## src/rename_macros.svh

```systemverilog
`ifndef RENAME_MACROS_SVH
`define RENAME_MACROS_SVH

// ***************************************************************************
// Table and tag sizes
// ***************************************************************************
`define NUM_LOGICAL 32           // Architectural registers.
`define NUM_PHYS    160          // Physical tags in the machine.
`define TAG_W       8            // Physical tag width.

// ***************************************************************************
// Checkpoints and free list
// ***************************************************************************
`define NUM_PAGES   8            // One page per unresolved branch.
`define PAGE_W      3
`define FREE_DEPTH  128          // Tags 32 to 159 start here.

// Reserved tag codes
`define TAG_NO_SRC  8'hFE
`define TAG_NO_DST  8'hFF

`endif

```

## src/rename_pkg.sv

```systemverilog
`include "rename_macros.svh"

package rename_pkg;

    typedef logic [`TAG_W-1:0]                  phys_tag_t;
    typedef logic [$clog2(`NUM_LOGICAL)-1:0]    log_reg_t;
    typedef logic [`PAGE_W-1:0]                 page_t;
    typedef logic [$clog2(`FREE_DEPTH)-1:0]     free_ptr_t;

    // RV32I major opcodes.
    typedef enum logic [6:0] {
        op_lui    = 7'b0110111,
        op_auipc  = 7'b0010111,
        op_jal    = 7'b1101111,
        op_jalr   = 7'b1100111,
        op_branch = 7'b1100011,
        op_load   = 7'b0000011,
        op_store  = 7'b0100011,
        op_imm    = 7'b0010011,
        op_reg    = 7'b0110011,
        op_fence  = 7'b0001111,
        op_system = 7'b1110011
    } opcode_e;

    typedef enum logic [1:0] {
        src1_only,
        no_src,
        two_src,
        no_dst_two_src
    } op_class_e;

    typedef enum logic [1:0] {
        st_run,
        st_restore
    } ctrl_state_e;

endpackage

```

## src/restore_counter.sv

```systemverilog
`include "rename_macros.svh"

module restore_counter import rename_pkg::*; (
    input  logic     clk,
    input  logic     reset,
    input  logic     start,
    output log_reg_t row,
    output logic     last,
    output logic     busy
);

    always_ff @(posedge clk) begin
        if (reset) begin
            row  <= '0;
            busy <= 1'b0;
        end else if (start) begin
            row  <= '0;
            busy <= 1'b1;
        end else if (busy) begin
            row  <= row + 1'b1;                     // Wraps to 0 after the last row.
            busy <= !last;
        end
    end

    assign last = busy && (row == log_reg_t'(`NUM_LOGICAL - 1));

    assert property (@(posedge clk) disable iff (reset) start |-> !busy)
        else $error("restore_counter: start during a restore walk");

endmodule

```

## config.mk

```make
export PLATFORM = sky130hd
export DESIGN_NAME = restore_counter
export DESIGN_NICKNAME = d
export VERILOG_FILES = /design/src/rename_pkg.sv /design/src/restore_counter.sv
export VERILOG_INCLUDE_DIRS = /design/src
export SDC_FILE = /design/constraint.sdc
export NUM_CORES = 1
export LEC_CHECK = 0
export BUFFER_PORTS_ARGS = -buffer_cell sky130_fd_sc_hd__buf_4
export CAP_MARGIN = 20
export CELL_PAD_IN_SITES_DETAIL_PLACEMENT = 1
export CELL_PAD_IN_SITES_GLOBAL_PLACEMENT = 2
export CORE_AREA = 2 2 39 41
export DETAILED_ROUTE_END_ITERATION = 8
export DIE_AREA = 0 0 41 43
export PLACE_DENSITY = 0.68
export SYNTH_ARGS = -nofsm -noshare
export SYNTH_HDL_FRONTEND = slang
export SYNTH_SLANG_ARGS = --single-unit
```

## constraint.sdc

```tcl
create_clock -name clk -period 4.5 [get_ports clk]
set_clock_uncertainty 0.2 [all_clocks]
set_input_delay 0.225 -clock clk [delete_from_list [all_inputs] [get_ports clk]]
set_output_delay 0.225 -clock clk [all_outputs]
set_load 0.05 [all_outputs]
```

# [Yosys cells after proc, flatten, opt, wreduce, memory -nomap -nowiden]
# Index checks and enable logic that the tools add are counted.
[classes] add_sub_neg=1 eq_ne=1 n_mux=2 reduce_logical=3
[op_table] operator="$add A5 B1 Y5 const B" n=1
[op_table] operator="$eq A5 B5 Y1 const B" n=1
[op_table] operator="$mux W1" n=2
[op_table] operator="$reduce_or A2 Y1" n=1
[op_table] operator="$logic_and A1 B1 Y1" n=1
[op_table] operator="$logic_not A1 Y1" n=1
[word_totals] reg_bits=6 in_bits=3 out_inout_bits=7

# [Logic depth before layout (Yosys ltp)]
[depth] word_depth=5 depth_mapped=5 ltp_nobuf=5

# [Worst setup path after synthesis]
# No wires, ideal clock.
[synth_path] kind="register to output" start="reg row[0]" end="out last" arrival_time_ps=1694 required_ps=4075 path_slack_ps=2381 stages_incl_launch_ff=5 path_cell_list="dfxtp_1 > ha_1 > and3_1 > ha_1 > and2_1"
[synth_between] elab_chain_len=2
[synth_lines] item="start, declared" line="restore_counter.sv:7" source="output log_reg_t row,"
[synth_lines] item="start signal, assigned" line="restore_counter.sv:20" source="row <= row + 1'b1;"
[synth_lines] item="$eq A5 B5 Y1" line="restore_counter.sv:25" source="assign last = busy && (row == log_reg_t'(`NUM_LOGICAL - 1));"
[synth_lines] item="$logic_and A1 B1 Y1" line="restore_counter.sv:25"
[synth_lines] item="end, declared" line="restore_counter.sv:8" source="output logic last,"
# No other way between the ends.

# [Final worst setup path]
# Same ends and word-level chain as after synthesis.

==> flow_metrics.env <==
export IMPL_min_path_type="in -> reg"
export IMPL_setup_violations=0
export IMPL_cts_resized=0
export IMPL_synth_simple_gate_area_share_pct=25.7
export IMPL_crit_slowest_cell="dfxtp_1"
export IMPL_clock_sinks=6
export IMPL_ys_types=18
export IMPL_wl_per_cell_um=10.7
export IMPL_antenna_found_initial=0
export IMPL_row_count=14
export IMPL_fin_nets=47
export IMPL_period_minus_slack_ns=1.98
export IMPL_placement_io_buffers=9
export IMPL_worstMarginPinSlew_ns=0.406
export IMPL_r2r_start="row[0]"
export IMPL_synthXorXnorAreaFrac_pct=2.90
export IMPL_cts_setup_buffers=0
export IMPL_synth_adder_area_share_pct=8.30
export IMPL_p_leak_nw=0.196
export IMPL_ant_nets=0
export IMPL_wl_um=597
export IMPL_synth_nets=33
export IMPL_synth_area_per_cell_sq_um=10.8
export IMPL_cts_root_buf="clkbuf_4"
export IMPL_synthCells=28
export IMPL_grt_max_degree=10
export IMPL_synth_top_area_share_pct=39.8
export IMPL_drt_iter0_drc=0
export IMPL_critPathMaxFanout=4
export IMPL_worst_path_buf_inv=1
export IMPL_vdd_drop_max_mv=0.114
export IMPL_crit_top_cell="ha_1"
export IMPL_critical_path_cell_chain="ha_1, and3_1, ha_1, and2_1, buf_4"
export IMPL_first_global_vias=243
export IMPL_syn_cell_area_sq_um=302
export IMPL_synth_top_family_by_area="simple AND/OR/NAND/NOR gates"
export IMPL_fp_dieH_um=43
export IMPL_rsz0062_at_grt="false"
export IMPL_holdWs_ns=0.0477
export IMPL_synthMuxAreaShare_pct=11.6
export IMPL_initial_core_util_pct=21.8
export IMPL_grt_pass1_wl_um=1010
export IMPL_vias=246
export IMPL_viasPerCell=4.39
export IMPL_drive_above_1_share_pct=35.0
export IMPL_yosysTopAreaCell="dfxtp_1"
export IMPL_critPathCaptureType="primary output"
export IMPL_path_class="reg -> out"
export IMPL_slowest_delay_ns=0.36
export IMPL_numCtsBuffers=3
export IMPL_die_x_um=41
export IMPL_netlist_top_cells_area="dfxtp_1 40%, ha_1 8.3%, nand4_4 7.1%"
export IMPL_num_io_pins=10
export IMPL_layout_cells_most_common_list="9 x buf_4, 6 x dfxtp_1, 3 x nor2_1, 3 x clkbuf_4"
export IMPL_cts_hold_buf=1
export IMPL_drv_cap=0
export IMPL_first_pass_iters=1
export IMPL_grt_overflow=0
export IMPL_insertedDiodeCount=0
export IMPL_clkSlewWorstSetupHoldPaths_ns=0.05
export IMPL_maxSlewViolCount=0
export IMPL_final_common_cell="buf_4"
export IMPL_dieArea_sq_um=1760
export IMPL_gp_congestion=0.638
export IMPL_yosysWarnings=0
export IMPL_fp_coreArea_sq_um=1380
export IMPL_powerDensity_nw_per_um2=290
export IMPL_period_share_pct=43.9
export IMPL_fin_util_pct=29.7
export IMPL_max_freq_ghz=0.506
export IMPL_cp_required_ns=4.07
export IMPL_max_slew_margin_pct=72.9
export IMPL_drc=0
export IMPL_clock_path_buffers=2
export IMPL_area_growth_pct=36.1
export IMPL_clock_latency_ns=0.24
export IMPL_start_kind="register"
export IMPL_final_hold_viol_count=0
export IMPL_cp_arrival_ns=1.55
export IMPL_track_usage_pct=8.94
export IMPL_h_tree_depth=1
export IMPL_status="complete, no violations"
export IMPL_synth_compound_area_share_pct=6.64
export IMPL_cts_tree="yes"
export IMPL_synth_seq_cells=6
export IMPL_startpoint="row[0]"
export IMPL_tns_ns=0
export IMPL_min_from="start"
export IMPL_critPathTopFamily="adder cells"
export IMPL_synth_seq_area_share_pct=39.8
-- stage by stage --
| step | cell area (sq um) | setup slack (ns) | cells | power, mW |
|---|---|---|---|---|
| 2_1_floorplan | 302 | 2.38 | 28 | 0.0670 |
| 3_3_place_gp | 378 | 2.79 | 52 | 0.0702 |
| 3_5_place_dp | 378 | 2.77 | 52 | 0.0707 |
| 4_1_cts | 410 | 2.51 | 56 | 0.121 |
| 5_1_grt | 410 | 2.41 | 56 | 0.126 |
| 6_report | 410 | 2.52 | 56 | 0.119 |
-- worst min-delay path, cell delays in order --
cell and delay [ns]:
buf_4 0.12, inv_1 0.05, a21oi_1 0.05
-- cells in the mapped netlist --
cell type / n
nor3_1: 1
dfxtp_1: 6
nand3b_1: 1
ha_1: 2
and2_1: 1
a21oi_1: 2
or2_1: 1
nand2b_1: 1
nor2_1: 3
mux2_4: 1
and3_1: 1
nand4_4: 1
xnor2_1: 1
nor3b_1: 1
inv_1: 1
buf_6: 1
mux2i_1: 2
a21bo_1: 1
-- power breakdown --
part / internal (mW) / switching (mW) / leakage [nW]
combinational: 0.00541 / 0.00720 / 0.134
sequential: 0.0545 / 0.00298 / 0.0488
clock: 0.0301 / 0.0189 / 0.0138
-- logic make-up after synthesis --
family | Yosys count
flip-flops | 6
XOR/XNOR | 1
AND/OR/NAND/NOR | 11
adder cells (fa/ha/maj) | 2
multiplexers | 3
buffers and inverters | 2
AO/OA/AOI/OAI | 3
-- worst paths after layout --
check / slack [ns] / cells after the start / end
setup reg to reg: 2.95 / 5 / row[4]
setup / recovery: 2.52 / 5 / last
hold reg to reg: 0.33 / 2 / row[4]
hold / removal: 0.05 / 3 / busy
-- sequential cells by signal, indices dropped and copies added (netlist names) --
name / count
busy: 1
row: 5
-- layout make-up --
cell class	count	area (sq um)
fill	163	973
multi-input combinational	20	166
sequential	6	120
timing repair buffer	10	77.6
clock buffer	3	22.5
tap	16	20.0
inverter	1	3.75
-- metal layers --
metal / up-vias / track usage [%] / part of all wire, %
met5: - / 0 / 0
met4: 0 / 8.00 / 0
met3: 0 / 3.14 / 6.5
met2: 6 / 11.6 / 50
met1: 116 / 10.9 / 43
li1: 124 / - / -
Note: power is estimated with default switching activity, not from simulation.
