## config.mk

```make
export PLATFORM = sky130hd
export DESIGN_NAME = map_table
export DESIGN_NICKNAME = d
export VERILOG_FILES = /design/src/rename_pkg.sv /design/src/map_table.sv
export VERILOG_INCLUDE_DIRS = /design/src
export SDC_FILE = /design/constraint.sdc
export NUM_CORES = 1
export LEC_CHECK = 0
export BUFFER_PORTS_ARGS = -buffer_cell sky130_fd_sc_hd__buf_4
export CAP_MARGIN = 40
export CORE_UTILIZATION = 35
export CTS_CLUSTER_SIZE = 24
export DETAILED_ROUTE_END_ITERATION = 7
export GPL_ROUTABILITY_DRIVEN = 0
export GPL_TIMING_DRIVEN = 1
export PLACE_DENSITY = 0.52
export SETUP_SLACK_MARGIN = 0.15
export SYNTH_ARGS = -nofsm -noshare
export SYNTH_HDL_FRONTEND = slang
export SYNTH_SLANG_ARGS = --single-unit
```

## constraint.sdc

```tcl
create_clock -name clk -period 2.77 [get_ports clk]
set_input_delay 0.554 -clock clk [delete_from_list [all_inputs] [get_ports clk]]
set_output_delay 0.554 -clock clk [all_outputs]
set_load 0.05 [all_outputs]
```

## src/rename_macros.svh

```systemverilog
`ifndef RENAME_MACROS_SVH
`define RENAME_MACROS_SVH

// ***************************************************************************
// Table and tag sizes
// ***************************************************************************
`define NUM_LOGICAL 32           // Architectural registers.
`define NUM_PHYS    160          // Physical tags in the machine.
`define TAG_W       8            // Physical tag width.

// ***************************************************************************
// Checkpoints and free list
// ***************************************************************************
`define NUM_PAGES   8            // One page per unresolved branch.
`define PAGE_W      3
`define FREE_DEPTH  128          // Tags 32 to 159 start here.

// Reserved tag codes
`define TAG_NO_SRC  8'hFE
`define TAG_NO_DST  8'hFF

`endif

```

## src/rename_pkg.sv

```systemverilog
`include "rename_macros.svh"

package rename_pkg;

    typedef logic [`TAG_W-1:0]                  phys_tag_t;
    typedef logic [$clog2(`NUM_LOGICAL)-1:0]    log_reg_t;
    typedef logic [`PAGE_W-1:0]                 page_t;
    typedef logic [$clog2(`FREE_DEPTH)-1:0]     free_ptr_t;

    // RV32I major opcodes.
    typedef enum logic [6:0] {
        op_lui    = 7'b0110111,
        op_auipc  = 7'b0010111,
        op_jal    = 7'b1101111,
        op_jalr   = 7'b1100111,
        op_branch = 7'b1100011,
        op_load   = 7'b0000011,
        op_store  = 7'b0100011,
        op_imm    = 7'b0010011,
        op_reg    = 7'b0110011,
        op_fence  = 7'b0001111,
        op_system = 7'b1110011
    } opcode_e;

    typedef enum logic [1:0] {
        src1_only,
        no_src,
        two_src,
        no_dst_two_src
    } op_class_e;

    typedef enum logic [1:0] {
        st_run,
        st_restore
    } ctrl_state_e;

endpackage

```

## src/map_table.sv

```systemverilog
`include "rename_macros.svh"

module map_table import rename_pkg::*; (
    input  logic      clk,
    input  logic      reset,
    input  logic      accept,
    input  logic      use_src1,
    input  logic      use_src2,
    input  log_reg_t  rd_addr1,
    input  log_reg_t  rd_addr2,
    input  log_reg_t  ren_addr,
    input  logic      ren_we,
    input  phys_tag_t ren_tag,
    input  logic      restore_we,
    input  log_reg_t  restore_row,
    input  phys_tag_t restore_tag,
    output phys_tag_t rd_tag1,
    output phys_tag_t rd_tag2,
    output phys_tag_t old_tag,
    output phys_tag_t dst_tag,
    output phys_tag_t snapshot [`NUM_LOGICAL]
);

    phys_tag_t table_q [`NUM_LOGICAL];

    // ***********************************************************************
    // Mapping storage
    // ***********************************************************************
    always_ff @(posedge clk) begin
        if (reset) begin
            for (int i = 0; i < `NUM_LOGICAL; i++) begin
                table_q[i] <= phys_tag_t'(i);       // Identity mapping.
            end
        end else if (ren_we) begin
            table_q[ren_addr] <= ren_tag;
        end else if (restore_we) begin
            table_q[restore_row] <= restore_tag;    // One row per cycle.
        end
    end

    assign snapshot = table_q;

    // ***********************************************************************
    // Registered rename results
    // ***********************************************************************
    // Reads see the table before this edge, so a source that names the
    // destination of the same instruction gets the older mapping.
    always_ff @(posedge clk) begin
        if (reset) begin
            rd_tag1 <= `TAG_NO_SRC;
            rd_tag2 <= `TAG_NO_SRC;
            old_tag <= `TAG_NO_DST;
            dst_tag <= `TAG_NO_DST;
        end else if (accept) begin
            rd_tag1 <= use_src1 ? table_q[rd_addr1] : `TAG_NO_SRC;
            rd_tag2 <= use_src2 ? table_q[rd_addr2] : `TAG_NO_SRC;
            old_tag <= ren_we ? table_q[ren_addr] : `TAG_NO_DST;   // Displaced tag.
            dst_tag <= ren_we ? ren_tag : `TAG_NO_DST;
        end
    end

    // A restore only runs while renaming is stalled.
    assert property (@(posedge clk) disable iff (reset)
        !(ren_we && restore_we))
        else $error("map_table: rename and restore write in the same cycle");

endmodule

```

Word level (Yosys, flattened, before mapping)
Index checks and enable logic that the tools add are counted.

Bits of input ports: 43. Output and inout bits: 288. RAM bits: 0. Memories kept: 0. Bits in latches: 0. Register bits after elaboration: 288. ROM bits: 0.

Shift-type cells: 0. Bitwise gates (word level): 4. Order comparisons: 6. Add/subtract/negate cells: 0. Reductions and logical operators: 3. Multiplexer cells: 21. $mul: 0. Eq/ne operators: 0. Div/mod/pow operators: 0.

Operators with widths (number): 256-bit bitwise mux (2); 256-bit 2-to-1 mux (2); 8-bit binary-select mux with 5-bit select (3); 8-bit 2-to-1 mux (12); 8-bit demux with 5-bit select (2); 6-bit >= comparator (second input constant) (4); 5-bit inverter with 6-bit output (4); 6-bit by 1-bit < comparator with 1-bit output (second input constant) (2); 1-bit logical AND (2); 2-bit nonzero test (1).

Longest topological paths before layout
Depth in word-level cells: 8. Depth in mapped cells: 9.

Least setup slack after synthesis
OpenSTA, ideal clock, no wires.

Kind: input port to flip-flop. Start: input ren_addr[0]. End: register old_tag[5]. Slack: 613 ps. Buffers on the path: 2. Arrival time: 2008 ps. Cell stages on the path: 6. Setup time: 149 ps. Cell sequence: buf_4 -> buf_2 -> mux4_2 -> mux2_2 -> o211ai_1 -> a41oi_1.

Word-level cells in the longest chain between the ends: 5.

Ends and longest elaborated chain: start: declaration (line map_table.sv:11) `input log_reg_t ren_addr,`; 5-bit inverter with 6-bit output (not written as such) (line map_table.sv:57) `` old_tag <= ren_we ? table_q[ren_addr] : `TAG_NO_DST; ``; 8-bit binary-select mux with 5-bit select (line map_table.sv:57); 8-bit 2-to-1 mux (not written as such) (2 in a row) (line map_table.sv:57); 8-bit 2-to-1 mux (no source line); end signal: assignment (line map_table.sv:52) `` old_tag <= `TAG_NO_DST; ``; end signal: assignment (line map_table.sv:57); end: declaration (line map_table.sv:19) `output phys_tag_t old_tag,`.

No other way between the ends. The select of a mux whose other input is x is not followed. A chain may end at the register's enable or synchronous reset.

Final worst setup path
Start: input ren_addr[3]. End: register table_q (netlist bit snapshot[161]).

Word-level cells in the longest chain between the ends: 7.

Ends and longest elaborated chain: 5-bit inverter with 6-bit output (not written as such) (*) (line map_table.sv:35) `table_q[ren_addr] <= ren_tag;`; 6-bit >= comparator (not written as such) / 6-bit by 1-bit < comparator with 1-bit output (equally long branches) (line map_table.sv:35); 1-bit logical AND (not written as such) (line map_table.sv:35); 8-bit 2-to-1 mux (not written as such) (line map_table.sv:35); 8-bit demux with 5-bit select (*) (line map_table.sv:35); 256-bit bitwise mux (*) (line map_table.sv:35); 256-bit 2-to-1 mux (*) (line map_table.sv:34) `end else if (ren_we) begin`; end signal: indexed assignment (line map_table.sv:32) `table_q[i] <= phys_tag_t'(i);`; end signal: indexed assignment (line map_table.sv:35); end signal: indexed assignment (line map_table.sv:37) `table_q[restore_row] <= restore_tag;`; end: declaration (line map_table.sv:24) `` phys_tag_t table_q [`NUM_LOGICAL]; ``.

Mark *: on every way between the ends. The rest lies on a longest branch, timed or not.

==> results_dict.tcl <==
set metrics [dict create \
    post_synth_instance_area_um2 19400 \
    timing.critical_path.to_type "flop" \
    number_of_cells_on_the_worst_hold_path 3 \
    fin_tns_setup_ns 0 \
    clock.fmax_mhz 450 \
    cpPeakStageDelay_ns 0.52 \
    grt_antenna_before_repair 1 \
    synthTopCellsByArea "dfxtp_1 (30%), mux4_2 (18%), mux2i_1 (10%)" \
    clk_latency_ns 0.57 \
    postSynth.asyncResetShare 0 \
    cp_data_required_time_ns 3.21 \
    route.antenna.remaining_nets 0 \
    path_clk_slew_ns 0.06 \
    post-synth-top-count-cell "nor2_1" \
    num_cts_buffers 37 \
    hold_viol_final 0 \
    cts.repair.resized 0 \
    dominant_combinational_cell_family_by_area_after_synthesis "multiplexers" \
    power.combinational.fraction 0.165 \
    chipHeight_um 237 \
    detail_route.wirelength_um 95200 \
    finalSetupViolations 0 \
    cpMaxStageDelayCell "o22a_1" \
    synth_seq_cells 288 \
    holdPathEnd "dst_tag[0]" \
    post_synth_simple_gate_area 0.123 \
    drt_iter0_markers 2462 \
    critical_path.cell_chain "buf_4 -> nor3b_4 -> nand2_1 -> o22a_1 -> a211o_1" \
    synth.largest_area_cell "dfxtp_1" \
    synth_enable_flop_cells 0 \
    r2r_cell_count 4 \
    cp_data_arrival_time_ns 2.66 \
    crit_family "simple AND/OR/NAND/NOR gates" \
    r2r_end "old_tag[2]" \
    dp_hpwl_um 68200 \
    synthDistinctLibCells 55 \
    initial_core_util 0.357 \
    htreeDepth 2 \
    crit_fanout 16 \
    clock-root-buffer "clkbuf_16" \
    clock_tree_from_tritoncts "done" \
    netSwitchingPower_mw 3.29 \
    detail_route.drc_violations 0 \
    final_period_minus_worst_setup_slack_ns 2.22 \
    grt_max_degree 224 \
    design.core.area_um2 54200 \
    run_status "completed" \
    clock_sinks 288 \
    post_synthesis_sequential_area_ratio 0.298 \
    period_share 0.802 \
    worst_pin_slew_ns 1.04 \
    rsz0062_at_grt "false" \
    io_buffer_count 330 \
    synth_top_area_share 0.298 \
    aggregate_global_routing_overflow 0 \
    ys.warnings.count 0 \
    cts_hold_buf 0 \
    ios 331 \
    final_max_slew_viol_count 0 \
    layout-area-overhead-vs-synth_pct 23.7 \
    yosys-mux-area-fraction 0.316 \
    seq_power_share 0.394 \
    non_filler_cells_final 2932 \
    routed-via-count 19488 \
    number_of_detailed_routing_iterations_run_before_antenna_repair 6 \
    rows 85 \
    globalRouteTotalUtil 0.329 \
    fin_area_um2 24000 \
    detail_route.wl_per_cell_um 32.5 \
    max_clock_buf_depth 3 \
    pwr_density_cell_nw_per_um2 459 \
    layout.nets 2253 \
    class_of_the_worst_hold_path "in -> reg" \
    reg2reg_setup_slack_ns 0.92 \
    via_count_of_the_first_global_routing_pass 18390 \
    timing.clock.skew_ns 0.0215 \
    synth_compound_area_frac 0.208 \
    synth_top_cells_by_count "nor2_1 (293), dfxtp_1 (288), mux2i_1 (193)" \
    p_total_mw 11.0 \
    synthAdderAreaFrac 0 \
    min-delay-start "ren_tag[0]" \
    synth_xor_xnor_area_share 0 \
    place.detailed.instances 2867 \
    timing.max_cap.violations 0 \
    dieArea_um2 56300 \
    netlist_instances 1936 \
    synth_area_per_cell_um2 10.0 \
    slew_headroom 0.309 \
    ys.flop_type "dfxtp_1" \
    source_of_the_worst_register_to_register_timing_path "snapshot[98]" \
    cellInternalPower_mw 7.70 \
    detail_route.vias_per_cell 6.65 \
    post_cts_setup_repair_buffer_count 0 \
    placed_area_um2 22800 \
    max-vdd-ir-drop_v 0.000329 \
    critical_path.n_buffers_inverters 1 \
    clockPowerShare 0.441 \
    cp_class "in -> reg" \
    setup.worst_path.start_class "input pin" \
    die_w_um 237 \
    syn_nets 1979 \
    grt_first_pass_wirelength_um 134000 \
    drive_above_1_share 0.375 \
    switching_share 0.299 \
    power_leakage_nw 9.56 \
]
==> per-layer routing <==
layer,track usage,wire length [µm]
met1,0.430,37200
met2,0.501,41800
met3,0.0885,11200
met4,0.163,5020
met5,0,0
==> registers in the layout (all words and copies together), names as in the netlist <==
signal,cells
rd_tag2,8
dst_tag,8
snapshot,256
rd_tag1,8
old_tag,8
==> area by class of cell <==
class	instances	area [µm²]
antenna	1	2.50
clock buffer	54	1040
clock inverter	10	135
fill	5238	30300
inverter	5	18.8
multi-input combinational	1439	12500
sequential	288	5770
tap	696	871
timing repair buffer	439	3610
==> power by group through the flow <==
stage | logic [mW] | registers (mW) | clock network [mW]
4_1_cts | 1.77 | 4.32 | 4.88
2_1_floorplan | 0.913 | 4.57 | 0
6_report | 1.81 | 4.33 | 4.85
3_3_place_gp | 1.75 | 4.41 | 0
5_1_grt | 1.85 | 4.33 | 5.05
3_5_place_dp | 1.76 | 4.41 | 0
==> layout by cell type (no fill, tap or decap), types with 4 or more instances in the layout <==
cell type and n:
o22ai_2 4, mux2_2 68, a22oi_1 25, o221a_2 56, nor2_1 293, a41oi_1 5, nand3_1 10, o22ai_1 167
nor2b_1 7, clkinv_2 4, o22a_1 92, buf_4 413, nand3_2 6, dfxtp_1 288, clkbuf_8 6, nor3_1 49
o22a_2 4, and2_1 5, a311oi_1 14, nand2_2 35, clkbuf_16 37, o211ai_1 5, buf_12 25, o21ai_0 17
mux2i_1 193, mux4_2 152, clkbuf_1 12, nand2_1 90, inv_1 4, o21bai_1 9, a211o_1 69, nand2b_1 10
o32ai_1 14
==> worst reg2reg max path, delay by kind of cell, from the launching register on <==
kind	cells	cell delay, ns
AO/OA/AOI/OAI	2	0.47
multiplexers	2	0.83
flip-flops	1	0.42
==> kinds of logic after synthesis <==
kind of cell           Yosys count
buffers and inverters          209
muxes                          413
and+or+nand+nor                528
AOI/OAI and AO/OA              498
DFF                            288
==> stage by stage <==
step	worst slack, ns	util	hold WS [ns]
after global placement	0.0818	0.420	0.471
after global routing	0.531	0.442	0.239
after CTS	0.690	0.442	0.221
after floorplan	0.613	-	0.697
after detailed placement	0.111	0.420	0.477
final	0.549	0.442	0.235
==> how the worst max path moves through the flow <==
stage	from	to	slack [ns]	depth (start not counted)
after floorplan	ren_addr[0]	old_tag[5]	0.61	6
after global placement	ren_addr[3]	snapshot[163]	0.08	5
after detailed placement	ren_addr[3]	snapshot[161]	0.11	5
after CTS	ren_addr[3]	snapshot[161]	0.69	5
after global routing	ren_addr[3]	snapshot[167]	0.53	6
final	ren_addr[3]	snapshot[161]	0.55	5
(Power assumes the default switching activity.)
