===== config.mk =====
export PLATFORM = sky130hd
export DESIGN_NAME = free_list
export DESIGN_NICKNAME = d
export VERILOG_FILES = /design/src/rename_pkg.sv /design/src/free_list.sv
export VERILOG_INCLUDE_DIRS = /design/src
export SDC_FILE = /design/constraint.sdc
export NUM_CORES = 2
export LEC_CHECK = 0
export BUFFER_PORTS_ARGS = -buffer_cell sky130_fd_sc_hd__buf_2
export CORE_MARGIN = 4
export CORE_UTILIZATION = 50
export DETAILED_ROUTE_END_ITERATION = 8
export GPL_TIMING_DRIVEN = 0
export PLACE_DENSITY = 0.65
export SYNTH_ARGS = -nofsm -noshare
export SYNTH_HDL_FRONTEND = slang
export SYNTH_SLANG_ARGS = --single-unit
export TNS_END_PERCENT = 30

===== constraint.sdc =====
create_clock -name clk -period 5 [get_ports clk]
set_input_delay 1.5 -clock clk [delete_from_list [all_inputs] [get_ports clk]]
set_output_delay 1.5 -clock clk [all_outputs]
set_load 0.05 [all_outputs]

===== src/rename_macros.svh =====
`ifndef RENAME_MACROS_SVH
`define RENAME_MACROS_SVH

// ***************************************************************************
// Table and tag sizes
// ***************************************************************************
`define NUM_LOGICAL 32           // Architectural registers.
`define NUM_PHYS    160          // Physical tags in the machine.
`define TAG_W       8            // Physical tag width.

// ***************************************************************************
// Checkpoints and free list
// ***************************************************************************
`define NUM_PAGES   8            // One page per unresolved branch.
`define PAGE_W      3
`define FREE_DEPTH  128          // Tags 32 to 159 start here.

// Reserved tag codes
`define TAG_NO_SRC  8'hFE
`define TAG_NO_DST  8'hFF

`endif


===== src/rename_pkg.sv =====
`include "rename_macros.svh"

package rename_pkg;

    typedef logic [`TAG_W-1:0]                  phys_tag_t;
    typedef logic [$clog2(`NUM_LOGICAL)-1:0]    log_reg_t;
    typedef logic [`PAGE_W-1:0]                 page_t;
    typedef logic [$clog2(`FREE_DEPTH)-1:0]     free_ptr_t;

    // RV32I major opcodes.
    typedef enum logic [6:0] {
        op_lui    = 7'b0110111,
        op_auipc  = 7'b0010111,
        op_jal    = 7'b1101111,
        op_jalr   = 7'b1100111,
        op_branch = 7'b1100011,
        op_load   = 7'b0000011,
        op_store  = 7'b0100011,
        op_imm    = 7'b0010011,
        op_reg    = 7'b0110011,
        op_fence  = 7'b0001111,
        op_system = 7'b1110011
    } opcode_e;

    typedef enum logic [1:0] {
        src1_only,
        no_src,
        two_src,
        no_dst_two_src
    } op_class_e;

    typedef enum logic [1:0] {
        st_run,
        st_restore
    } ctrl_state_e;

endpackage


===== src/free_list.sv =====
`include "rename_macros.svh"

module free_list import rename_pkg::*; (
    input  logic      clk,
    input  logic      reset,
    input  logic      alloc,
    input  logic      release_en,
    input  phys_tag_t release_tag,
    input  logic      rewind,
    input  free_ptr_t rewind_head,
    output phys_tag_t head_tag,
    output free_ptr_t head_ptr,
    output logic      empty
);

    localparam int CNT_W = $clog2(`FREE_DEPTH) + 1;

    phys_tag_t        ring_q [`FREE_DEPTH];
    free_ptr_t        head_q;
    free_ptr_t        tail_q;
    logic [CNT_W-1:0] count_q;
    logic [CNT_W-1:0] count_d;
    free_ptr_t        rewound;

    // Tags handed out since the checkpoint come back with the old head.
    assign rewound = head_q - rewind_head;

    always_comb begin
        count_d = count_q;
        if (rewind) begin
            count_d = count_d + {1'b0, rewound};
        end
        if (release_en) begin
            count_d = count_d + 1'b1;
        end
        if (alloc) begin
            count_d = count_d - 1'b1;
        end
    end

    // ***********************************************************************
    // Ring and pointers
    // ***********************************************************************
    always_ff @(posedge clk) begin
        if (reset) begin
            for (int i = 0; i < `FREE_DEPTH; i++) begin
                ring_q[i] <= phys_tag_t'(`NUM_LOGICAL + i);
            end
            head_q  <= '0;
            tail_q  <= '0;                          // Full ring, tail meets head.
            count_q <= CNT_W'(`FREE_DEPTH);
        end else begin
            if (release_en) begin
                ring_q[tail_q] <= release_tag;
                tail_q         <= tail_q + 1'b1;
            end
            if (rewind) begin
                head_q <= rewind_head;
            end else if (alloc) begin
                head_q <= head_q + 1'b1;
            end
            count_q <= count_d;
        end
    end

    assign head_tag = ring_q[head_q];
    assign head_ptr = head_q;
    assign empty    = (count_q == '0);

    assert property (@(posedge clk) disable iff (reset) alloc |-> !empty)
        else $error("free_list: allocate while empty");

    // Commit only returns tags that exist.
    assert property (@(posedge clk) disable iff (reset)
        release_en |-> (release_tag < `NUM_PHYS))
        else $error("free_list: released tag out of range");

endmodule


After elaboration in Yosys (flattened, before gate mapping)
Memories as Yosys holds them, arrays and structs flattened. A register that Yosys moved wholly into a read port is not among the register bits.
Index checks and enable logic that the tools add are counted.
{"block": "word_totals", "ff_bits": 22, "latch_bits": 0, "ramBits": 1024, "mem_bits_ro": 0, "output_inout_bits": 16, "wordCells": 28, "memories": 1}
{"name": "ring_q", "words": 128, "word_bits": 8, "rd": 1, "rd_ports_with_merged_regs": 1, "write_ports": 128, "line": "free_list.sv:18", "rtl": "phys_tag_t ring_q [`FREE_DEPTH];"}
{"block": "op_classes", "add_sub_neg": 6, "mul": 0, "div": 0, "magnitude_cmp": 0, "eq_ne": 0, "n_shift": 0, "mux": 15, "bitwise": 0, "reduce_logical": 3}
{"operator": "$mux W7", "count": 5}
{"operator": "$mux W8", "count": 4}
{"operator": "$add A7 B1 Y7 const B", "count": 2}
{"operator": "$add A8 B1 Y8 const B", "count": 1}
{"operator": "$add A8 B7 Y8", "count": 1}
{"operator": "$logic_not A8 Y1", "count": 1}
{"operator": "$reduce_or A8 Y1", "count": 1}
{"operator": "$sub A8 B1 Y8 const B", "count": 1}
{"operator": "$sub A7 B7 Y7", "count": 1}
{"operator": "$mux W1", "count": 6}
{"operator": "$reduce_bool A2 Y1", "count": 1}

Depth between registers and ports, before layout
{"block": "logic_depth", "ltp_word": 7, "mapped_depth": 17, "ltp_nobuf": 17}

Worst setup path before layout
OpenSTA, ideal clock, no wires.
{"block": "synth_timing", "path_type": "input port to flip-flop", "startpoint": "input rewind_head[0]", "endpoint": "register count_q[7]", "arrival_ps": 4512, "required_time_ps": 4871, "slack_ps": 359, "cell_stages": 14, "path_buffers": 0, "cell_sequence": "ha_1 > inv_1 > fa_1 > a21o_1 > a21oi_1 > xnor2_1 > ha_1 > and3b_1 > and3_1 > or4b_1 > a211o_1 > a221oi_2 > o2111ai_1 > nor2b_1"}
{"block": "synth_between", "elab_chain_len": 7}
{"item": "start: declaration", "line": "free_list.sv:10", "rtl": "input free_ptr_t rewind_head,"}
{"item": "$sub A7 B7 Y7 *", "line": "free_list.sv:26", "rtl": "assign rewound = head_q - rewind_head;"}
{"item": "$add A8 B7 Y8 *", "line": "free_list.sv:31", "rtl": "count_d = count_d + {1'b0, rewound};"}
{"item": "$mux W8 *", "line": "free_list.sv:30", "rtl": "if (rewind) begin"}
{"item": "$add A8 B1 Y8", "line": "free_list.sv:34", "rtl": "count_d = count_d + 1'b1;"}
{"item": "$mux W8 *", "line": "free_list.sv:33", "rtl": "if (release_en) begin"}
{"item": "$sub A8 B1 Y8", "line": "free_list.sv:37", "rtl": "count_d = count_d - 1'b1;"}
{"item": "$mux W8 *", "line": "free_list.sv:36", "rtl": "if (alloc) begin"}
{"item": "end signal: assignment", "line": "free_list.sv:51", "rtl": "count_q <= CNT_W'(`FREE_DEPTH);"}
{"item": "end signal: assignment", "line": "free_list.sv:62", "rtl": "count_q <= count_d;"}
{"item": "end: declaration", "line": "free_list.sv:21", "rtl": "logic [CNT_W-1:0] count_q;"}
Mark *: on every way between the ends. The rest lies on a longest branch, timed or not.
A chain may end at the register's enable or synchronous reset.

==> key figures <==
Setup path
  – RR Startpoint: tail_q[2]
  – Largest stage delay, worst path: 1200 ps
  – Top cell by count, worst path: clkbuf_1
  – Worst Path Buf+Inv: 4
  – Worst setup SP type: input port
  – Critical Path Start: reset
  – Critical-path top delay cell: buf_1
  – Maximum fanout along the worst path: 10
  – Worst path required time: 5270 ps
  – WS Path Type: input port to register
  – CP top delay family: buffers and inverters
  – Critical path capture point type: register
  – Critical path arrival: 5520 ps
  – Critical path cell sequence: clkbuf_1 -> nor2b_1 -> clkbuf_1 -> nand4_1 -> clkbuf_1 -> buf_1 -> o21ai_1

Route
  – Post-DRT Antenna Nets: 0
  – Drt wl/cell: 38.9 um
  – Drt total wl: 192 mm
  – Max layer used: met5
  – WL met3: 29.7 mm
  – Total number of vias: 34.2k
  – M1 wire length: 66.1 mm
  – DRC violations left: 0
  – Initial DRC Count: 6,078
  – DRT Pass-1 Iters: 6
  – DR vias/cell: 6.94
  – Routed wl met2: 80.8 mm

Timing
  – RSZ-0062 raised after global routing: true
  – Clk_skew: 37.3 ps
  – Final setup fails: 140
  – Slew headroom: -10.2%
  – Period utilisation layout: 105%
  – WHS: 645 ps
  – Max-slew violations: 124
  – Worst setup margin: -252 ps
  – Fmax: 190 MHz
  – Crit path time final: 5250 ps
  – Worst-Margin Slew: 1650 ps
  – Final Hold Viols: 0

Die
  – Starting Density: 50.5%
  – Core Rows: 114
  – I/O Pins: 36
  – Die Wd: 321 um
  – Die height: 321 um
  – Die area: 103,000 um^2
  – Core Box Area: 97,000 um^2

Pwr
  – Net Sw Frac: 26.2%
  – Comb power frac: 13.7%
  – Clock share of power: 38.6%
  – Pleak: 17.3 nW
  – Power Internal: 0.0157 W
  – Switch Pwr: 0.00558 W
  – PwrDens: 378 nW/um^2
  – Peak VDD IR: 0.293 mV
  – Seq pwr share: 47.7%
  – Overall Power: 0.0213 W

Yosys
  – EDFF count, synth: 1,024
  – Synth unique cells: 61
  – Syn. warnings: 0
  – Area leader, netlist: edfxtp_1
  – Asr flop ratio synth: 0%
  – Synth area leaders: edfxtp_1 63%, mux4_2 15%, and2_1 4.1%
  – Cell area after synthesis: 49,000 um^2
  – Syn_area_per_cell: 14.8 um^2
  – Fraction of the yosys area taken by sequential cells: 63.9%
  – Post-synth top area share: 62.7%
  – FF+latch count, synth: 1,053
  – Most used flip-flop cell after synthesis: edfxtp_1
  – Synthesized net count: 3,360
  – Gate Count Post-Synth: 3,321

Global routing
  – Number of global-route vias before repair: 32.6k
  – Overall global routing resource usage: 37.1%
  – Total gr overflow: 0
  – First-pass GRT wire length: 261 mm
  – Largest net degree at the start of global routing: 15
  – Initial antenna violation count: 19

Finish
  – Final design utilization: 58.1%
  – Layout overhead on the synthesized area: 14.9%
  – Nets: 3,582
  – Commonest non-fill, non-tap cell in the layout: edfxtp_1
  – Most frequent cells in the layout: 1,024 x edfxtp_1, 323 x and2_1, 320 x mux4_2
  – Share of cells above drive strength 1: 20.5%

Clock network
  – CTS tree: built
  – Clk buf depth: 3
  – Post-cts hold buffer count: 0
  – CTS buffer count: 110
  – H-tree levels: 3
  – Clk sink count: 1,053
  – Clock Latency Late Sink: 730 ps
  – Clk slew on worst S/H paths: 70 ps
  – Root buffer selected by CTS: clkbuf_16

Run status
  – Status: complete, but fails checks
  – Failing checks: max-capacitance violations, max-slew violations, negative setup slack

Min path
  – Min-delay worst type: register to register
  – Worst Hold Launch: tail_q[1]

Place
  – Port Buffers: 29
  – RePlAce Congestion: 1.04
  – DP Wirelength: 135 mm

Run
  – Maxcap violations: 12
-- state kept, by name, indices dropped and copies added, names as in the netlist, named ones only --
signal    flops
count_q       8
head_ptr      7
ring_q     1024
tail_q        7
-- cell usage after synthesis, types with 2 or more instances --
| cell | n |
|---|---|
| and3_1 | 11 |
| and2_1 | 323 |
| ha_1 | 17 |
| a211oi_1 | 8 |
| mux4_2 | 320 |
| xor2_1 | 14 |
| or3_1 | 303 |
| or2_2 | 8 |
| inv_2 | 4 |
| buf_4 | 9 |
| nand4_1 | 3 |
| nand2b_1 | 24 |
| xnor2_1 | 13 |
| nor2b_1 | 12 |
| nand2_1 | 205 |
| dfxtp_1 | 29 |
| a21oi_1 | 14 |
| edfxtp_1 | 1024 |
| a221oi_1 | 8 |
| o21ai_0 | 124 |
| a31oi_1 | 2 |
| nor4_1 | 7 |
| clkbuf_1 | 292 |
| nor2_1 | 158 |
| a21o_1 | 5 |
| nand3b_1 | 7 |
| mux2_2 | 17 |
| buf_1 | 23 |
| buf_6 | 5 |
| o211ai_1 | 2 |
| fa_1 | 2 |
| o22ai_1 | 9 |
| mux2i_1 | 19 |
| inv_1 | 17 |
| nor3_1 | 212 |
| buf_2 | 31 |
| nand3_1 | 15 |
| or4_1 | 2 |
-- power groups by stage --
stage | registers (W) | logic [W] | clock network, W
6_report | 0.0102 | 0.00292 | 0.00822
5_1_grt | 0.0102 | 0.00297 | 0.00856
4_1_cts | 0.0102 | 0.00276 | 0.00815
3_5_place_dp | 0.0103 | 0.00249 | 0
3_3_place_gp | 0.0103 | 0.00245 | 0
2_1_floorplan | 0.0103 | 0.00150 | 0
-- cell families after synthesis --
logic type               Yosys count  synth area share [%]
multiplexers                     356                  15.5
XOR/XNOR                          27                 0.483
buffers and inverters            381                  3.14
AO/OA/AOI/OAI                    187                  2.22
adder cells (fa/ha/maj)           19                 0.516
AND/OR/NAND/NOR                 1298                  14.2
flip-flops                      1053                  63.9
-- timing repair --
action,in CTS,in global routing
pin swaps,8,4
resized for setup,301,13
cloned,4,3
setup buffers,27,13
setup endpoints to repair,190,40
-- cell type report --
| type | instances | area [um^2] |
|---|---|---|
| tap | 1276 | 1600 |
| multi-input combinational | 1887 | 16600 |
| inverter | 21 | 78.8 |
| fill | 7633 | 40700 |
| timing repair buffer | 111 | 1040 |
| sequential | 1053 | 31300 |
| buffer | 359 | 2100 |
| antenna | 20 | 50.0 |
| clock inverter | 66 | 547 |
| clock buffer | 138 | 2980 |
-- worst min-delay path, stage by stage, from the launching register on --
cell and delay, ps:
dfxtp_1 340, ha_1 120, mux2i_1 60, nor2_1 80
-- path summary, 6_finish.rpt --
| kind | endpoint | slack, ps | depth (start not counted) |
|---|---|---|---|
| min reg2reg | tail_q[1] | 650 | 3 |
| max reg2reg | ring_q[23][2] | 560 | 7 |
| max | ring_q[78][2] | -250 | 7 |
| min | tail_q[1] | 650 | 3 |
-- routing by layer --
layer  GRT usage [%]  up-vias
met5           0.833        -
met1            47.7    17200
met4            23.1       10
met3            14.8      757
li1                -    13200
met2            53.1     3077
-- per-stage QoR --
| step | setup slack [ps] | setup TNS, ps | area [um^2] | instances |
|---|---|---|---|---|
| 4_1_cts | -82.0 | -396 | 56000 | 4889 |
| 3_3_place_gp | -1510 | -667800 | 50700 | 4626 |
| 3_5_place_dp | -1450 | -398360 | 51000 | 4655 |
| 2_1_floorplan | 359 | 0 | 49000 | 3321 |
| 5_1_grt | -116 | -893 | 56300 | 4911 |
| 6_report | -252 | -11260 | 56300 | 4931 |
Power figures use the tool's default switching activity.
