[src/rename_macros.svh]
`ifndef RENAME_MACROS_SVH
`define RENAME_MACROS_SVH

// ***************************************************************************
// Table and tag sizes
// ***************************************************************************
`define NUM_LOGICAL 32           // Architectural registers.
`define NUM_PHYS    160          // Physical tags in the machine.
`define TAG_W       8            // Physical tag width.

// ***************************************************************************
// Checkpoints and free list
// ***************************************************************************
`define NUM_PAGES   8            // One page per unresolved branch.
`define PAGE_W      3
`define FREE_DEPTH  128          // Tags 32 to 159 start here.

// Reserved tag codes
`define TAG_NO_SRC  8'hFE
`define TAG_NO_DST  8'hFF

`endif

[src/rename_pkg.sv]
`include "rename_macros.svh"

package rename_pkg;

    typedef logic [`TAG_W-1:0]                  phys_tag_t;
    typedef logic [$clog2(`NUM_LOGICAL)-1:0]    log_reg_t;
    typedef logic [`PAGE_W-1:0]                 page_t;
    typedef logic [$clog2(`FREE_DEPTH)-1:0]     free_ptr_t;

    // RV32I major opcodes.
    typedef enum logic [6:0] {
        op_lui    = 7'b0110111,
        op_auipc  = 7'b0010111,
        op_jal    = 7'b1101111,
        op_jalr   = 7'b1100111,
        op_branch = 7'b1100011,
        op_load   = 7'b0000011,
        op_store  = 7'b0100011,
        op_imm    = 7'b0010011,
        op_reg    = 7'b0110011,
        op_fence  = 7'b0001111,
        op_system = 7'b1110011
    } opcode_e;

    typedef enum logic [1:0] {
        src1_only,
        no_src,
        two_src,
        no_dst_two_src
    } op_class_e;

    typedef enum logic [1:0] {
        st_run,
        st_restore
    } ctrl_state_e;

endpackage

[src/rename_ctrl.sv]
`include "rename_macros.svh"

module rename_ctrl import rename_pkg::*; (
    input  logic    clk,
    input  logic    reset,
    input  logic    in_valid,
    input  opcode_e opcode,
    input  logic    save,
    input  logic    restore,
    input  logic    free_empty,
    input  logic    last,
    output logic    in_ready,
    output logic    accept,
    output logic    ren_we,
    output logic    alloc,
    output logic    save_en,
    output logic    restore_start,
    output logic    restore_we,
    output logic    rewind,
    output logic    use_src1,
    output logic    use_src2,
    output logic    out_valid
);

    ctrl_state_e state_q;
    op_class_e   op_class;
    logic        need_dst;
    logic        ready_base;

    // ***********************************************************************
    // Opcode classes
    // ***********************************************************************
    always_comb begin
        case (opcode)
            op_jalr, op_load, op_imm: op_class = src1_only;
            op_lui, op_auipc, op_jal: op_class = no_src;
            op_branch, op_store:      op_class = no_dst_two_src;
            default:                  op_class = two_src;
        endcase
    end

    assign need_dst = (op_class != no_dst_two_src);
    assign use_src1 = (op_class != no_src);
    assign use_src2 = (op_class == two_src) || (op_class == no_dst_two_src);

    // Handshake
    assign ready_base    = (state_q == st_run) && !(free_empty && need_dst);
    assign in_ready      = ready_base && !restore;  // Restore wins the cycle.
    assign accept        = in_valid && in_ready;
    assign ren_we        = accept && need_dst;
    assign alloc         = ren_we;
    assign save_en       = save && (state_q == st_run);
    assign restore_start = restore && ready_base;
    assign rewind        = restore_start;           // Head goes back on the accept edge.
    assign restore_we    = (state_q == st_restore);

    always_ff @(posedge clk) begin
        if (reset) begin
            state_q   <= st_run;
            out_valid <= 1'b0;
        end else begin
            out_valid <= accept;
            case (state_q)
                st_run: begin
                    if (restore_start) begin
                        state_q <= st_restore;
                    end
                end
                st_restore: begin
                    if (last) begin
                        state_q <= st_run;
                    end
                end
                default: begin
                    state_q <= st_run;
                end
            endcase
        end
    end

    // The row walk and the copy into the table stay in step.
    assert property (@(posedge clk) disable iff (reset)
        (state_q == st_run) |-> !last)
        else $error("rename_ctrl: restore activity outside st_restore");

endmodule

[config.mk]
export PLATFORM = sky130hd
export DESIGN_NAME = rename_ctrl
export DESIGN_NICKNAME = d
export VERILOG_FILES = /design/src/rename_pkg.sv /design/src/rename_ctrl.sv
export VERILOG_INCLUDE_DIRS = /design/src
export SDC_FILE = /design/constraint.sdc
export NUM_CORES = 1
export LEC_CHECK = 0
export BUFFER_PORTS_ARGS = -buffer_cell sky130_fd_sc_hd__buf_2
export CORE_AREA = 2 2 39 41
export CTS_CLUSTER_DIAMETER = 40
export CTS_CLUSTER_SIZE = 14
export DETAILED_ROUTE_END_ITERATION = 8
export DIE_AREA = 0 0 41 43
export GPL_TIMING_DRIVEN = 0
export HOLD_SLACK_MARGIN = 0.12
export MAX_ROUTING_LAYER = met4
export PLACE_DENSITY = 0.53
export SYNTH_ARGS = -nofsm -noshare
export SYNTH_HDL_FRONTEND = slang
export SYNTH_SLANG_ARGS = --single-unit
[constraint.sdc]
create_clock -name clk -period 1.1 [get_ports clk]
set_input_delay 0.11 -clock clk [delete_from_list [all_inputs] [get_ports clk]]
set_output_delay 0.11 -clock clk [all_outputs]
set_load 0.02 [all_outputs]
## Yosys cells after proc, flatten, opt, wreduce, memory -nomap -nowiden

Cells that the tools add are included.

| word-level totals | value |
|---|---|
| register bits after elaboration | 3 |
| latch bits | 0 |
| memory bits (writable) | 0 |
| memory bits (read-only) | 0 |
| input port bits | 14 |
| output and inout bits | 11 |
| word-level logic and storage cells | 36 |
| memories kept | 0 |

| operators by class | value |
|---|---|
| add/subtract/negate cells | 0 |
| multiply operators | 0 |
| div/mod/pow operators | 0 |
| order comparisons | 0 |
| eq/ne operators | 15 |
| shift-type cells | 0 |
| muxes and demuxes | 4 |
| bitwise logic cells | 0 |
| reduce and logical (&&, ||, !) cells | 15 |

Operators with widths:

| operator | number |
|---|---|
| == test 7 bit, second input constant | 3 |
| == test 7 x 5 -> 1 bit, second input constant | 2 |
| == test 7 x 6 -> 1 bit, second input constant | 2 |
| == test 7 x 2 -> 1 bit, second input constant | 1 |
| logical AND 1 bit | 7 |
| != test 2 bit, second input constant | 3 |
| one-hot mux 2 bit (3 select lines) | 1 |
| OR reduction 3 bit | 2 |
| == test 2 bit, second input constant | 2 |
| two-way mux 2 bit | 2 |
| one-hot mux 2 bit (2 select lines) | 1 |
| == test 2 x 1 -> 1 bit, second input constant | 1 |
| logical NOT 1 bit | 2 |
| logical NOT 2 bit | 1 |
| != test 2 x 1 -> 1 bit, second input constant | 1 |
| AND reduction 2 bit | 1 |
| OR reduction 2 bit | 1 |
| logical OR 1 bit | 1 |

## Depth between registers and ports, before layout

Gate-level depths: netlist of run 1.

| logic depth | value |
|---|---|
| depth after elaboration | 10 |
| gate-level depth with buffers | 4 |
| gate-level depth less buffers | 3 |

## Least setup slack after synthesis of run 1

Ideal clock, no wire load.

| timing path | value |
|---|---|
| kind | register -> output |
| from | reg state_q[0] |
| to | out ren_we |
| arrival | 1.563 ns |
| data required time | 0.990 ns |
| setup slack | -0.573 ns |
| stages on the path, launching flop included | 5 |
| path buffers | 1 |
| cell sequence | dfxtp_1 -> nor2_1 -> nand2_1 -> a311oi_1 -> buf_4 |

| between the ends | value |
|---|---|
| word-level cells in the longest chain between the ends | 5 |

RTL lines:

| element | RTL line | text |
|---|---|---|
| from (decl) | rename_ctrl.sv:25 | `ctrl_state_e state_q;` |
| from (signal assigned) | rename_ctrl.sv:59 | `state_q <= st_run;` |
| from (signal assigned) | rename_ctrl.sv:66 | `state_q <= st_restore;` |
| from (signal assigned) | rename_ctrl.sv:71 | `state_q <= st_run;` |
| logical NOT 2 bit | rename_ctrl.sv:47 | `assign ready_base = (state_q == st_run) && !(free_empty && need_dst);` |
| logical AND 1 bit | rename_ctrl.sv:47 |  |
| logical AND 1 bit | rename_ctrl.sv:48 | `assign in_ready = ready_base && !restore;` |
| logical AND 1 bit | rename_ctrl.sv:49 | `assign accept = in_valid && in_ready;` |
| logical AND 1 bit | rename_ctrl.sv:50 | `assign ren_we = accept && need_dst;` |
| to (decl) | rename_ctrl.sv:14 | `output logic ren_we,` |

Every way passes these cells.

## Final worst setup path of run 1

Same ends and word-level chain as after synthesis.

==> flow_summary.json, run 1 <==
{
  "viasPerCell": 4.392,
  "io_buffers": 24,
  "violations": "negative setup slack",
  "fmax_ghz": 0.7670,
  "drt_iter0_markers": 3,
  "nFillCells": 138,
  "slew_headroom": 0.7975,
  "fin_nets": 79,
  "drt-pass1-iter-count": 3,
  "p_leak_nw": 0.2631,
  "wirelength_um": 787,
  "grt_pass1_vias": 330,
  "synth_common_cells": "nor2_1, a21oi_1",
  "rows": 14,
  "antenna-diode-count": 0,
  "grt_overflow": 0,
  "min_period_ps": 1304,
  "synthesis.instances": 29,
  "tns_ps": -910.3,
  "powerDensity_nw_per_um2": 753.6,
  "worst_pin_slew_ps": 302.5,
  "final_max_slew_viol_count": 0,
  "via_count": 347,
  "yosysMostFrequentCell": "nor2_1",
  "crit_arrival_ps": 1190,
  "synth_top_area_frac": 0.1702,
  "finClkSkew_ps": 3.483,
  "seq_area_um2": 43.79,
  "worst_slack_ps": -203.8,
  "dp_hpwl_um": 570.5,
  "synthFlopType": "dfxtp_1",
  "ioPinCount": 25,
  "ant_nets": 0,
  "worst-setup-path-type": "register to output pin",
  "cp_slowest_cell": "dfxtp_4",
  "ys_top_cells_by_area": "dfxtp_1, nor4b_4, nor2_1",
  "hp-class": "primary input to register",
  "syn-num-nets": 43,
  "grt_pass1_wl_mm": 1.159,
  "timing.critical_path.max_delay_family": "flip-flops",
  "route.detailed.drc": 0,
  "cp-start-kind": "register",
  "grt_usage": 0.09734,
  "path_cells": "nor2_4 -> nand2_2 -> a311oi_4 -> buf_6 -> buf_6",
  "slowest_delay_ps": 350,
  "antenna_found_initial": 0,
  "vdd_drop_max_uv": 259.0,
  "critPathMostFrequentCell": "buf_6",
  "end_kind": "output pin",
  "area_growth_pct": 146.3,
  "period_share": 1.185,
  "clk_latency_ps": 220,
  "die_w_um": 41,
  "coreArea_um2": 1384,
  "hold_viol": 0,
  "drv_cap": 0,
  "start_util": 0.1700,
  "ys_types": 18,
  "syn_area_per_cell_um2": 8.111,
  "die_area_um2": 1763,
  "clk_pin_slew_ps": 30,
  "wire_per_inst_um": 9.962,
  "cts-buffers-inserted": 3,
  "rsz0062_at_grt": "yes",
  "multi_input_area_um2": 231.5,
  "ys_seq_area_frac": 0.1702,
  "synth_edf_count": 0,
  "status": "complete, but fails checks",
  "yosysTopAreaCell": "dfxtp_1",
  "clk_path_buf_depth": 2,
  "dieHeight_um": 43,
  "grt_max_degree": 8,
  "clkSinkCount": 2,
  "detailed_place.area_um2": 416.7,
  "cp.required_ps": 990,
  "cts_tree": "done",
  "synth_area_um2": 235.2,
  "yosys_warnings": 0,
  "yosys_register_bits": 2,
  "gp_congestion": 0.5908,
  "synthArstFlopShare": 0,
  "h-tree-depth": 1,
  "critPathMaxFanout": 2,
  "cts-root-buf": "clkbuf_4",
  "drive_gt1_frac": 0.7302,
  "design_area_um2": 579.3,
  "setup_viol": 6,
  "path_buf_inv": 2
}
[cells by family after synthesis]
group	share of synthesized area
AO/OA/AOI/OAI	0.2340
buffers and inverters	0.07975
flip-flops	0.1702
AND/OR/NAND/NOR	0.5160
[layout by cell type, fill, tap and decap left out, types with 2 or more instances in the layout]
master	instances
buf_4	6
nor3_2	2
a21oi_1	3
buf_6	10
nor2_4	2
buf_2	15
clkbuf_4	3
nor2_1	3
nor2b_1	2
[power by group]
group / switching (mW) / leakage [nW] / internal (mW)
combinational: 0.0944 / 0.232 / 0.103
clock: 0.0401 / 0.0138 / 0.120
sequential: 0.00325 / 0.0170 / 0.0755
[worst reg2reg max path, cell delays in order, from the launching register on]
cell,delay (ps)
dfxtp_4,350
buf_6,130
nor2b_1,120
a21oi_1,100
a21oi_1,70
[layout make-up]
| type | instances | area share |
|---|---|---|
| Clock buffer | 3 | 0.03888 |
| Inverter | 1 | 0.006479 |
| Multi-Input combinational cell | 24 | 0.3996 |
| Timing Repair Buffer | 31 | 0.4060 |
| Sequential cell | 2 | 0.07559 |
| Tap cell | 16 | 0.03456 |
| Buffer | 2 | 0.03888 |
[per-stage QoR]
stage          power [mW]  worst slack [ps]  hold slack (ps)  utilization  cells
5_1_grt            0.4726            -262.7            227.4       0.4186     79
2_1_floorplan      0.1614            -196.9            171.7            -     29
6_report           0.4365            -203.8            209.3       0.4186     79
4_1_cts            0.4370            -248.4            205.5       0.4051     79
3_5_place_dp       0.2258            -386.5            303.7       0.3011     69
3_3_place_gp       0.2242            -349.7            296.8       0.3011     69
[what timing repair did]
item | CTS | global route
gates resized for setup | 21 | 5
hold buffers | 1 | 0
hold endpoints to repair | 2 | 0
setup buffers | 6 | 0
pin swaps | 6 | 3
setup endpoints to repair | 7 | 8
[registers in the layout, indices dropped and copies added, names as in the netlist]
register	cells
out_valid	1
state_q	1
[layer usage]
layer | up-vias | GRT usage | part of all wire | wire, µm
met5 | - | - | 0 | 0
li1 | 177 | - | - | -
met2 | 20 | 0.1688 | 0.54 | 422
met3 | 0 | 0.03665 | 0.10 | 81
met4 | 0 | 0.04000 | 0 | 0
met1 | 150 | 0.08889 | 0.36 | 283
[worst paths after layout]
kind               from    endpoint  slack (ps)  cells after the start
max          state_q[0]      ren_we        -200                      5
min                last  state_q[0]         210                      4
max reg2reg  state_q[0]  state_q[0]         210                      4
min reg2reg  state_q[0]   out_valid         700                      4
(Power assumes the default switching activity.)
==> run 2, diff against run 1 <==
--- a/config.mk
+++ b/config.mk
@@ -13,4 +13,5 @@
 export DETAILED_ROUTE_END_ITERATION = 8
 export DIE_AREA = 0 0 41 43
+export GPL_ROUTABILITY_DRIVEN = 0
 export GPL_TIMING_DRIVEN = 0
 export HOLD_SLACK_MARGIN = 0.12
==> constraint.sdc (replaced) <==
create_clock -name clk -period 1.1 [get_ports clk]
set_input_delay 0.165 -clock clk [delete_from_list [all_inputs] [get_ports clk]]
set_output_delay 0.165 -clock clk [all_outputs]
set_load 0.02 [all_outputs]
==> flow_summary.json, run 2 (synthesis gave the netlist of run 1 again) <==
{
  "grt_max_degree": 8,
  "end_kind": "output pin",
  "clk_pin_slew_ps": 30,
  "top_regs": "out_valid: 1 flops, state_q: 1 flops",
  "worst_slack_ps": -290.5,
  "area_growth_pct": 156.9,
  "coreArea_um2": 1384,
  "drt_iter0_markers": 3,
  "hold_viol": 0,
  "slowest_delay_ps": 340,
  "violations": "negative setup slack",
  "wirelength_um": 805,
  "r2r_setup_slack_ps": 180,
  "p_leak_nw": 0.2743,
  "whs_ps": 266.3,
  "drt-pass1-iter-count": 2,
  "finClkSkew_ps": 0.6838,
  "die_area_um2": 1763,
  "rsz0062_at_grt": "yes",
  "fmax_ghz": 0.7192,
  "p_total_uw": 442.1,
  "final_cell_mix": "buf_2, buf_4, buf_6",
  "worst_pin_slew_ps": 295.0,
  "status": "complete, but fails checks",
  "antenna-diode-count": 0,
  "period_share": 1.264,
  "timing.critical_path.max_delay_family": "flip-flops",
  "clk_path_buf_depth": 2,
  "route.detailed.drc": 0,
  "cp_slowest_cell": "dfxtp_4",
  "path_buf_inv": 2,
  "vdd_drop_max_uv": 271.6,
  "utilization": 0.4367,
  "rows": 14,
  "h-tree-depth": 1,
  "powerDensity_nw_per_um2": 731.6,
  "min_period_ps": 1390,
  "ff2ff_path_depth": 4,
  "nFillCells": 137,
  "grt_pass1_wl_mm": 1.359,
  "holdPathStages": 4,
  "die_w_um": 41,
  "ant_nets": 0,
  "ioPinCount": 25,
  "clkSinkCount": 2,
  "hp-class": "primary input to register",
  "cp.required_ps": 940,
  "start_util": 0.1700,
  "drv_cap": 0,
  "startpoint": "state_q[0]",
  "rr_endpoint": "state_q[0]",
  "io_buffers": 24,
  "grt_usage": 0.1097,
  "crit-reg2reg-launch": "state_q[0]",
  "viasPerCell": 4.550,
  "setup_viol": 9,
  "fin_nets": 80,
  "slew_headroom": 0.8025,
  "antenna_found_initial": 0,
  "endpoint": "ren_we",
  "clk_latency_ps": 220,
  "fin_cells": 80,
  "via_count": 364,
  "drive_gt1_frac": 0.7344,
  "grt_pass1_vias": 351,
  "path_depth": 5,
  "worst-setup-path-type": "register to output pin",
  "final_max_slew_viol_count": 0,
  "dieHeight_um": 43,
  "cts-buffers-inserted": 3,
  "cts_tree": "done",
  "critPathMaxFanout": 2,
  "layout_commonest_cell": "buf_2",
  "place_inst": 69,
  "cts-root-buf": "clkbuf_4",
  "crit_arrival_ps": 1230,
  "wire_per_inst_um": 10.06,
  "cp-start-kind": "register",
  "dp_hpwl_um": 578.9,
  "path_cells": "nor2_4 -> nand2_2 -> a311oi_4 -> buf_4 -> buf_6",
  "grt_overflow": 0
}
run 2: timing repair:
action	CTS	global route
pin swaps	6	5
resized for setup	24	7
endpoints found under the setup margin	7	9
buffers inserted	6	2
endpoints found under the hold margin	1	0
hold buffers	1	0
run 2: per-layer routing:
layer | vias to the layer above | track usage | wire length, µm
li1 | 177 | - | -
met4 | 0 | 0.02000 | 0
met1 | 168 | 0.1083 | 287
met3 | 0 | 0.03665 | 87
met2 | 19 | 0.1969 | 430
met5 | - | - | 0
run 2: cell type report:
| class | count | area (µm²) | area share |
|---|---|---|---|
| plain buffers | 2 | 18.77 | 0.03106 |
| clock buffers | 3 | 22.52 | 0.03727 |
| inverters | 1 | 3.754 | 0.006211 |
| multi-input cells | 24 | 231.5 | 0.3830 |
| flip-flops and latches | 2 | 43.79 | 0.07246 |
| well taps | 16 | 20.02 | 0.03313 |
| repair buffers | 32 | 264.0 | 0.4369 |
run 2: worst min path at each step:
stage          start          to  slack, ps
2_1_floorplan  reset  state_q[0]        230
3_3_place_gp   reset  state_q[0]        350
3_5_place_dp   reset  state_q[0]        350
4_1_cts         last  state_q[0]        270
5_1_grt         last  state_q[0]        290
6_report        last  state_q[0]        270
run 2: stage by stage:
step                      worst slack, ps  TNS, ps  area [µm²]
final                              -290.5    -1554       604.3
after global routing               -355.1    -2115       604.3
after CTS                          -279.0    -1490       573.1
after detailed placement           -484.8    -2026       417.9
after global placement             -455.7    -1891       417.9
after floorplan                    -306.9    -1039       277.8
run 2: where the power goes:
part	internal [mW]	leakage (nW)	switching, mW	total, mW
Combinational	0.111	0.243	0.0957	0.207
Sequential	0.0755	0.0170	0.00238	0.0779
Clock	0.120	0.0138	0.0376	0.158
Total	0.306	0.274	0.136	0.442
run 2: tightest hold or removal path: stages:
cell and delay (ps):
buf_2 80, nor2b_1 30, a21oi_1 100, a21oi_1 70
==> run 3, diff against run 2 <==
SETUP_SLACK_MARGIN = 0.02   (was not set)
==> flow_summary.json, run 3 (synthesis gave the netlist of run 1 again) <==
{
  "tns_ps": -1375,
  "p_leak_nw": 0.2752,
  "dieHeight_um": 43,
  "vdd_drop_max_uv": 247.9,
  "worst-setup-path-type": "primary input to output pin",
  "grt_overflow": 0,
  "swShare": 0.3149,
  "die_area_um2": 1763,
  "via_count": 361,
  "io_buffers": 24,
  "start_util": 0.1700,
  "wire_per_inst_um": 10.49,
  "cts-root-buf": "clkbuf_4",
  "drv_cap": 0,
  "h-tree-depth": 1,
  "coreArea_um2": 1384,
  "grt_pass1_wl_mm": 1.262,
  "clk_pin_slew_ps": 40,
  "multi_input_area_um2": 237.7,
  "seq_area_um2": 43.79,
  "cp-start-kind": "primary input",
  "drive_gt1_frac": 0.7385,
  "antenna_found_initial": 0,
  "status": "complete, but fails checks",
  "drt_iter0_markers": 1,
  "slew_headroom": 0.8135,
  "hold_viol": 0,
  "route.detailed.drc": 0,
  "final_cell_mix": "buf_2, buf_6, buf_4",
  "viasPerCell": 4.457,
  "end_kind": "output pin",
  "fin_nets": 80,
  "ioPinCount": 25,
  "wirelength_um": 850,
  "violations": "negative setup slack",
  "drt-pass1-iter-count": 2,
  "startpoint": "opcode[4]",
  "path_cells": "buf_8 -> nor4b_4 -> a31oi_4 -> nor3b_4 -> buf_6 -> buf_6",
  "finClkSkew_ps": 10.40,
  "critPathMaxFanout": 4,
  "antenna-diode-count": 0,
  "critPathMostFrequentCell": "buf_6",
  "dp_hpwl_um": 554.2,
  "slowest_delay_ps": 330,
  "hold_start": "last",
  "internal_power_uw": 323.5,
  "powerDensity_nw_per_um2": 767.0,
  "pwr-share-seq": 0.163,
  "rsz0062_at_grt": "yes",
  "cp_slowest_cell": "nor4b_4",
  "rows": 14,
  "area_growth_pct": 161.7,
  "clk_latency_ps": 230,
  "grt_pass1_vias": 336,
  "grt_max_degree": 8,
  "cts_tree": "done",
  "cts-buffers-inserted": 3,
  "crit-reg2reg-launch": "state_q[0]",
  "clk_path_buf_depth": 2,
  "ant_nets": 0,
  "die_w_um": 41,
  "power_frac_comb": 0.453,
  "worst_pin_slew_ps": 278.5,
  "clkSinkCount": 2,
  "cp.required_ps": 940,
  "clock_power_share": 0.384,
  "worst_slack_ps": -270.1,
  "final_max_slew_viol_count": 0,
  "layout_commonest_cell": "buf_2",
  "min_period_ps": 1370,
  "crit_arrival_ps": 1210,
  "setup_viol": 8,
  "period_share": 1.246,
  "design_area_um2": 615.6,
  "top_regs": "out_valid: 1 flops, state_q: 1 flops",
  "fmax_ghz": 0.7299,
  "hp-class": "primary input to register",
  "p_sw_uw": 148.7,
  "grt_usage": 0.1067,
  "detailed_place.area_um2": 420.4,
  "nFillCells": 140
}
-- run 3: changes by cell type in the layout (fill, tap and decap cells not counted), sizes merged --
cell	delta
clkbuf	+1
-- run 3: layout make-up --
| type | instances | area share |
|---|---|---|
| Inverter | 1 | 0.006098 |
| Tap cell | 16 | 0.03252 |
| Clock buffer | 4 | 0.04268 |
| Buffer | 2 | 0.03049 |
| Timing Repair Buffer | 32 | 0.4309 |
| Sequential cell | 2 | 0.07114 |
| Multi-Input combinational cell | 24 | 0.3862 |
-- run 3: metrics by stage --
stage	setup slack [ps]	power [mW]	util	hold slack, ps	instances
finish	-270.1	0.4722	0.4448	258.3	81
detailed placement	-471.3	0.2256	0.3038	346.5	69
global placement	-455.0	0.2246	0.3038	350.8	69
CTS	-326.4	0.4609	0.4141	258.8	80
floorplan	-306.9	0.1609	-	224.4	29
global route	-337.9	0.5073	0.4448	296.6	81
-- run 3: critical path, delay by kind of cell --
kind,cells,cell delay (ps)
AND/OR/NAND/NOR,2,560
buffers and inverters,3,330
AO/OA/AOI/OAI,1,140
-- run 3: routing by layer --
| layer | up-vias | global-route usage | part of all wire |
|---|---|---|---|
| met5 | - | - | 0 |
| met4 | 0 | 0.06000 | 0 |
| met1 | 160 | 0.1115 | 0.36 |
| met2 | 21 | 0.1781 | 0.56 |
| met3 | 0 | 0.01571 | 0.084 |
| li1 | 180 | - | - |
-- run 3: what timing repair did --
| item | CTS | global route |
|---|---|---|
| endpoints found under the hold margin | 1 | 0 |
| setup buffers | 6 | 1 |
| hold buffers | 1 | 0 |
| pin swaps | 8 | 4 |
| endpoints found under the setup margin | 7 | 10 |
| gates resized for setup | 22 | 9 |
-- run 3: final timing paths --
kind | end | depth (start not counted) | slack (ps)
worst max-delay path | rewind | 6 | -270
worst min register to register | out_valid | 4 | 680
worst max register to register | state_q[0] | 4 | 170
worst min-delay path | state_q[0] | 4 | 260
-- run 3: power by group through the flow --
stage               clock (mW)  sequential [mW]  combinational, mW
finish                   0.181           0.0771              0.214
detailed placement           0           0.0819              0.144
CTS                      0.188           0.0771              0.196
global route             0.198           0.0775              0.232
global placement             0           0.0822              0.142
floorplan                    0           0.0852             0.0756
